File: src/common/lau_macros.svh
// lau shared parameters
// operand width and prefix depth for the arithmetic unit
`ifndef LAU_MACROS_SVH
`define LAU_MACROS_SVH

// operand width in bits
`define LAU_WIDTH 16

// prefix network depth, ceil(log2(LAU_WIDTH))
`define LAU_DEPTH 4

`endif

File: src/common/lau_pkg.sv
// lau package
// speed selection, operation codes and the request/response words
// of the prefix based arithmetic unit, plus a small log2 helper
`include "lau_macros.svh"

package lau_pkg;

	// floor(log2(n)), -1 for n < 1
	function automatic int log2floor(input int n);
		int exp_v;
		int pow_v;
		exp_v = -1;
		pow_v = 1;
		while (pow_v <= n) begin
			exp_v = exp_v + 1;
			pow_v = pow_v * 2;
		end
		return exp_v;
	endfunction

	// prefix network architecture
	typedef enum logic [1:0] {
		SLOW   = 2'b00,  // serial chain
		MEDIUM = 2'b01,  // brent-kung
		FAST   = 2'b10   // sklansky
	} speed_e;

	typedef enum logic [2:0] {
		OP_ADD = 3'd0,  // a + b + cin
		OP_SUB = 3'd1,  // a - b
		OP_LTU = 3'd2,  // unsigned a < b
		OP_LTS = 3'd3,  // signed a < b
		OP_EQ  = 3'd4   // a == b
	} lau_op_e;

	typedef struct packed {
		logic                  valid;
		lau_op_e               op;
		logic [`LAU_WIDTH-1:0] a;
		logic [`LAU_WIDTH-1:0] b;
		logic                  cin;  // add only
	} lau_req_t;

	typedef struct packed {
		logic                  valid;
		logic [`LAU_WIDTH-1:0] result;
		logic                  carry;  // zero for compares
	} lau_rsp_t;

endpackage

File: src/rtl/prefix_and_or.sv
// prefix and-or network
// group generate/propagate from bit 0 up to every position
// sklansky (FAST), brent-kung (MEDIUM) or serial (SLOW)
`timescale 1ns/10ps
`include "lau_macros.svh"

module prefix_and_or import lau_pkg::*; #(
	parameter int     width = `LAU_WIDTH,  // word width
	parameter speed_e speed = FAST         // architecture select
) (
	input  logic [width-1:0] gi,  // bit generate
	input  logic [width-1:0] pi,  // bit propagate
	output logic [width-1:0] go,  // group generate
	output logic [width-1:0] po   // group propagate
);

	localparam int m = $clog2(width);  // network depth

	// width and depth macros have to agree
	if (`LAU_DEPTH != log2floor(`LAU_WIDTH - 1) + 1) begin : g_depth_check
		$error("LAU_DEPTH does not match ceil(log2(LAU_WIDTH))");
	end

	if (speed == FAST) begin : g_sklansky
		logic [m:0][width-1:0] gt, pt;  // per level
		assign gt[0] = gi;
		assign pt[0] = pi;
		for (genvar l = 1; l <= m; l++) begin : g_level
			for (genvar i = 0; i < width; i++) begin : g_bit
				// upper half of each 2**l block takes the lower half's top bit
				if ((i / 2**(l-1)) % 2 == 1) begin : g_black
					localparam int j = (i / 2**(l-1)) * 2**(l-1) - 1;
					assign gt[l][i] = gt[l-1][i] | (pt[l-1][i] & gt[l-1][j]);
					assign pt[l][i] = pt[l-1][i] & pt[l-1][j];
				end else begin : g_white
					assign gt[l][i] = gt[l-1][i];
					assign pt[l][i] = pt[l-1][i];
				end
			end
		end
		assign go = gt[m];
		assign po = pt[m];
	end else if (speed == MEDIUM) begin : g_brent_kung
		// m levels up the tree, m-1 levels back down
		logic [2*m-1:0][width-1:0] gt, pt;
		assign gt[0] = gi;
		assign pt[0] = pi;
		for (genvar l = 1; l < 2*m; l++) begin : g_level
			localparam int s = (l <= m) ? 2**l : 2**(2*m - l);  // node span
			for (genvar i = 0; i < width; i++) begin : g_bit
				// up: block tops, down: block mid points above the first span
				localparam bit is_black = (l <= m) ? ((i + 1) % s == 0)
					: (((i + 1) % s == s / 2) && (i >= s));
				if (is_black) begin : g_black
					assign gt[l][i] = gt[l-1][i] | (pt[l-1][i] & gt[l-1][i-s/2]);
					assign pt[l][i] = pt[l-1][i] & pt[l-1][i-s/2];
				end else begin : g_white
					assign gt[l][i] = gt[l-1][i];  // pass through
					assign pt[l][i] = pt[l-1][i];
				end
			end
		end
		assign go = gt[2*m-1];
		assign po = pt[2*m-1];
	end else begin : g_serial
		logic [width-1:0] gt, pt;  // ripple chain
		assign gt[0] = gi[0];
		assign pt[0] = pi[0];
		for (genvar i = 1; i < width; i++) begin : g_bit
			assign gt[i] = gi[i] | (pi[i] & gt[i-1]);
			assign pt[i] = pi[i] & pt[i-1];
		end
		assign go = gt;
		assign po = pt;
	end

endmodule

File: src/adder/prefix_adder.sv
// prefix adder
// sum/difference and carry-out on top of the prefix network,
// with one extra level that folds in the carry-in late
`timescale 1ns/10ps
`include "lau_macros.svh"

module prefix_adder import lau_pkg::*; #(
	parameter speed_e speed = FAST
) (
	input  logic [`LAU_WIDTH-1:0] a,
	input  logic [`LAU_WIDTH-1:0] b,
	input  logic                  cin,
	input  lau_op_e               op,
	output logic [`LAU_WIDTH-1:0] sum,
	output logic                  cout
);

	localparam int n = `LAU_WIDTH;

	logic         sub;   // subtract request
	logic [n-1:0] b_op;  // b or ~b
	logic         c0;    // effective carry-in
	logic [n-1:0] g, p;  // bit terms
	logic [n-1:0] gt, pt;  // group terms from bit 0
	logic [n-1:0] c;     // carry out of each bit

	// a - b = a + ~b + 1
	assign sub  = (op == OP_SUB);
	assign b_op = sub ? ~b : b;
	assign c0   = sub ? 1'b1 : cin;

	assign g = a & b_op;
	assign p = a ^ b_op;  // xor form, doubles as half sum

	prefix_and_or #(
		.width(n),
		.speed(speed)
	) u_prefix (
		.gi(g),
		.pi(p),
		.go(gt),
		.po(pt)
	);

	// fast carry-in level, carry-in only passes through fully propagating groups
	assign c = gt | (pt & {n{c0}});

	// carry into bit i is c[i-1], c0 into bit 0
	assign sum  = p ^ {c[n-2:0], c0};
	assign cout = c[n-1];

endmodule

File: src/compare/magnitude_compare.sv
// magnitude comparator
// unsigned/signed less-than and equality from prefix networks,
// signed result by swapping the sign bits of a and b
`timescale 1ns/10ps
`include "lau_macros.svh"

module magnitude_compare import lau_pkg::*; #(
	parameter speed_e speed = FAST
) (
	input  logic [`LAU_WIDTH-1:0] a,
	input  logic [`LAU_WIDTH-1:0] b,
	output logic                  lt_u,
	output logic                  lt_s,
	output logic                  eq
);

	localparam int n = `LAU_WIDTH;

	logic [n-1:0] a_s, b_s;  // sign bits exchanged
	logic [n-1:0] gt_u, eq_u;  // b greater here / bits equal
	logic [n-1:0] gt_s, eq_s;
	logic [n-1:0] go_u, po_u;
	logic [n-1:0] go_s;

	// msb sits at the dominant end of the network, so the group
	// generate is decided by the first differing bit from the top
	assign gt_u = ~a & b;
	assign eq_u = ~(a ^ b);

	// negative operand looks large once the sign bits trade places
	assign a_s  = {b[n-1], a[n-2:0]};
	assign b_s  = {a[n-1], b[n-2:0]};
	assign gt_s = ~a_s & b_s;
	assign eq_s = ~(a_s ^ b_s);

	prefix_and_or #(
		.width(n),
		.speed(speed)
	) u_prefix_u (
		.gi(gt_u),
		.pi(eq_u),
		.go(go_u),
		.po(po_u)
	);

	prefix_and_or #(
		.width(n),
		.speed(speed)
	) u_prefix_s (
		.gi(gt_s),
		.pi(eq_s),
		.go(go_s),
		.po()  // equality taken from the unsigned net
	);

	assign lt_u = go_u[n-1];
	assign lt_s = go_s[n-1];
	assign eq   = po_u[n-1];  // all bits equal

endmodule

File: src/rtl/lau_result_stage.sv
// lau result stage
// picks sum or compare flag by op code and registers the response,
// one cycle after the request
`timescale 1ns/10ps
`include "lau_macros.svh"

module lau_result_stage import lau_pkg::*; (
	input  logic                  clk,
	input  logic                  rst_n,
	input  logic                  valid,
	input  lau_op_e               op,
	input  logic [`LAU_WIDTH-1:0] sum,
	input  logic                  cout,
	input  logic                  lt_u,
	input  logic                  lt_s,
	input  logic                  eq,
	output lau_rsp_t              rsp
);

	logic [`LAU_WIDTH-1:0] result_d;
	logic                  carry_d;

	always_comb begin
		result_d = '0;  // flags zero extended
		carry_d  = 1'b0;
		case (op)
			OP_ADD, OP_SUB: begin
				result_d = sum;
				carry_d  = cout;
			end
			OP_LTU: result_d[0] = lt_u;
			OP_LTS: result_d[0] = lt_s;
			OP_EQ:  result_d[0] = eq;
			default: ;  // unused codes give zero
		endcase
	end

	always_ff @(posedge clk) begin
		if (!rst_n) begin
			rsp <= '0;
		end else begin
			rsp.valid <= valid;
			// hold last result while idle
			if (valid) begin
				rsp.result <= result_d;
				rsp.carry  <= carry_d;
			end
		end
	end

endmodule

File: src/rtl/lau_top.sv
// lau top level
// adder and comparator work on the request in parallel,
// result stage registers the combined response
`timescale 1ns/10ps
`include "lau_macros.svh"

module lau_top import lau_pkg::*; #(
	parameter speed_e speed = FAST
) (
	input  logic     clk,
	input  logic     rst_n,
	input  lau_req_t req,
	output lau_rsp_t rsp
);

	logic [`LAU_WIDTH-1:0] sum;
	logic                  cout;
	logic                  lt_u, lt_s, eq;

	prefix_adder #(
		.speed(speed)
	) u_adder (
		.a   (req.a),
		.b   (req.b),
		.cin (req.cin),
		.op  (req.op),
		.sum (sum),
		.cout(cout)
	);

	magnitude_compare #(
		.speed(speed)
	) u_compare (
		.a   (req.a),
		.b   (req.b),
		.lt_u(lt_u),
		.lt_s(lt_s),
		.eq  (eq)
	);

	lau_result_stage u_result (
		.clk  (clk),
		.rst_n(rst_n),
		.valid(req.valid),
		.op   (req.op),
		.sum  (sum),
		.cout (cout),
		.lt_u (lt_u),
		.lt_s (lt_s),
		.eq   (eq),
		.rsp  (rsp)
	);

endmodule

File: config.mk
export PLATFORM = sky130hd
export DESIGN_NAME = lau_top
export DESIGN_NICKNAME = d
export VERILOG_FILES = /design/src/common/lau_pkg.sv /design/src/rtl/prefix_and_or.sv /design/src/adder/prefix_adder.sv /design/src/compare/magnitude_compare.sv /design/src/rtl/lau_result_stage.sv /design/src/rtl/lau_top.sv
export VERILOG_INCLUDE_DIRS = /design/src /design/src/common
export SDC_FILE = /design/constraint.sdc
export NUM_CORES = 1
export LEC_CHECK = 0
export BUFFER_PORTS_ARGS = -buffer_cell sky130_fd_sc_hd__buf_2
export CORE_ASPECT_RATIO = 0.8
export CORE_MARGIN = 8
export CORE_UTILIZATION = 36
export DETAILED_ROUTE_END_ITERATION = 12
export PLACE_DENSITY = 0.69
export SYNTH_ARGS = -nofsm -noshare
export SYNTH_HDL_FRONTEND = slang
export SYNTH_SLANG_ARGS = --single-unit
File: constraint.sdc
create_clock -name clk -period 3.43 [get_ports clk]
set_input_delay 0 -clock clk [delete_from_list [all_inputs] [get_ports clk]]
set_output_delay 0 -clock clk [all_outputs]
set_load 0.005 [all_outputs]
==> run summary <==
Final setup TNS -> 0 ns
Worst Setup Start Kind -> primary input
DP Cell Count -> 360
Leakage power -> 0.00122 µW
DRC Markers -> 0
Cell area after layout -> 0.00239 mm²
Post-synth ARST share -> 0%
Syn Inst Count -> 242
Worst path arrival time -> 2.52 ns
Fmax -> 424 MHz
Number of global-route vias before repair -> 1,880
Most common cell in the netlist -> ha_1
Internal Power -> 475 µW
Fin. max-slew vios -> 0
Nets -> 373
Worst skew pair latency -> 0.26 ns
Share of the synthesized area in the top cell type -> 20.9%
Fraction of final layout cells sized beyond drive strength 1 -> 23.1%
# diodes -> 0
Total grt overflow -> 0
Total power -> 743 µW
#FFs+latches synth -> 18
Max-slew headroom -> 26.9%
RSZ-0062 raised after global routing -> no
Die height -> 82.3 µm
Width of the die -> 98.9 µm
VDD IR max -> 0.000143 V
Cell variety after synth -> 50
Status -> finished clean
Register area share after synthesis -> 18.2%
EDFF count, synth -> 0
First-pass GRT wire length -> 8910 µm
Clock tree root driver cell -> clkbuf_8
Wire length per cell -> 14.4 µm
Gr usage total -> 13.3%
Syn_area_per_cell -> 8.17 µm²
Post-Synthesis Net Count -> 315
Initial Utilization -> 36.8%
Register bank with the most flops -> u_result.rsp
Minimum clock period -> 2.36 ns
Kind of critical path -> in2reg
Clk network pwr share -> 23.9%
Final cycle utilization of the critical path -> 68.8%
Crit path capture type -> register
Sequential power share -> 30.6%
Drt initial violations -> 106
CTS Sinks -> 18
Most used DFF post-synth -> dfxtp_1
Max reg flops -> 18
# hold bufs at CTS -> 0
Port Buf Inserts -> 56
Yosys warns -> 0
Die area -> 0.00813 mm²
Synth area leader -> ha_1
Post_cts resized -> 0
Non-Filler Instances -> 364
Slew @ Worst Pin -> 1.09 ns
Pwr dens -> 312 mW/mm²
Initial antenna violation count -> 0
DRT Pass-1 Iters -> 4
Comb pwr share -> 45.4%
Placed cell areas -> 0.00233 mm²
CTS Buffer Depth -> 2
Max Cap Viol -> 0
TritonCTS Buffers -> 3
Area Growth Syn to Fin -> 20.7%
Largest net degree at the start of global routing -> 16
Worst min path class -> in2reg
Final WL -> 5230 µm
Setup Skew -> 0 ns
Sw power -> 268 µW
Rows -> 24
Core area -> 0.00538 mm²
H-tree depth -> 1
GPL Wtd Cong -> 0.821
Post-CTS Setup Bufs -> 0
Worst-path clk slew -> 0.07 ns
CTS tree -> done
Final HPWL DP -> 4480 µm
Via count -> 1,872
Switch share -> 36.1%
Final ANT Viol Nets -> 0
Worst EP required -> 3.59 ns
Vias/cell -> 5.14
Ranking of synthesized cells by area -> ha_1 (21%), dfxtp_1 (18%), xor2_1 (7.5%)
Final Hold Fails -> 0
Setup Viol. Count Final -> 0
CP max FO -> 15
I/O pins -> 57
List of most frequent post-synthesis cells -> ha_1 (33), inv_1 (27), dfxtp_1 (18), nand2_1 (18), xor2_1 (17)
Mapped cell area -> 0.00198 mm²
Top Registers -> u_result.rsp x18
==> final cells by class <==
| class | instances | area [µm²] |
|---|---|---|
| clock buffers | 4 | 55.1 |
| fillers | 556 | 2990 |
| inverters | 27 | 101 |
| multi-input cells | 192 | 1490 |
| flip-flops and latches | 18 | 360 |
| well taps | 65 | 81.3 |
| repair buffers | 58 | 295 |
==> power groups by stage <==
stage	sequential (µW)	clock, µW	combinational, µW
2_1_floorplan	233	0	235
3_3_place_gp	233	0	330
3_5_place_dp	232	0	336
4_1_cts	228	180	339
5_1_grt	229	192	381
6_report	228	178	338
==> per-stage QoR <==
stage	hold WS (ns)	util [%]	worst slack, ns
after CTS	0.0259	44.4	1.06
final	0.0225	44.4	1.07
after detailed placement	0.294	43.4	0.792
after floorplan	0.122	-	0.958
after global placement	0.288	43.4	0.889
after global routing	0.0295	44.4	0.883
==> cells by family (layout without fill, tap and decap cells) <==
kind of cell    Yosys count  in the layout  share of synthesized area [%]
xor+xnor                 27             27                           12.0
buf+inv                  32             89                           6.52
fa+ha+maj                34             34                           21.9
mux                       2              2                           1.01
compound gates           73             73                           25.6
flops                    18             18                           18.2
simple gates             56             56                           14.8
==> critical path, stage by stage <==
cell,delay [ns]
buf_2,0.14
nor3b_2,0.23
buf_4,0.28
xor2_1,0.14
ha_1,0.23
or3_1,0.38
o22a_2,0.27
a221oi_4,0.44
o21ai_4,0.13
a32o_1,0.27
==> metal layers <==
layer | up-vias | part of all wire (%) | global-route usage (%)
met5 | - | 0 | 0
li1 | 987 | - | -
met2 | 48 | 43 | 21.5
met4 | 0 | 0.48 | 1.68
met3 | 4 | 7.1 | 3.35
met1 | 833 | 50 | 17.9
==> path summary, 6_finish.rpt <==
check / slack, ns / end / depth (start not counted) / startpoint
max reg2reg: 2.70 / u_result.rsp[0] / 3 / u_result.rsp[0]
min reg2reg: 0.44 / u_result.rsp[9] / 2 / u_result.rsp[9]
min: 0.02 / u_result.rsp[0] / 2 / rst_n
max: 1.07 / u_result.rsp[0] / 10 / req[34]
==> cell usage in the layout (no fill, tap or decap), drive strengths merged, types with 2 or more instances in the layout <==
| cell | count |
|---|---|
| nand3 | 6 |
| a31oi | 5 |
| xor2 | 17 |
| a21o | 9 |
| a21oi | 15 |
| ha | 33 |
| or2 | 2 |
| nor2 | 10 |
| nand4 | 4 |
| o22ai | 4 |
| mux2i | 2 |
| o2111ai | 3 |
| o21bai | 2 |
| and2 | 2 |
| a22oi | 2 |
| dfxtp | 18 |
| o211ai | 2 |
| inv | 27 |
| nor2b | 2 |
| and3 | 2 |
| nand2 | 18 |
| a22o | 2 |
| nor3 | 2 |
| clkbuf | 4 |
| o21ai | 18 |
| xnor2 | 10 |
| buf | 58 |
| nor4 | 2 |
No activity file was read; power rests on OpenSTA's default activity.
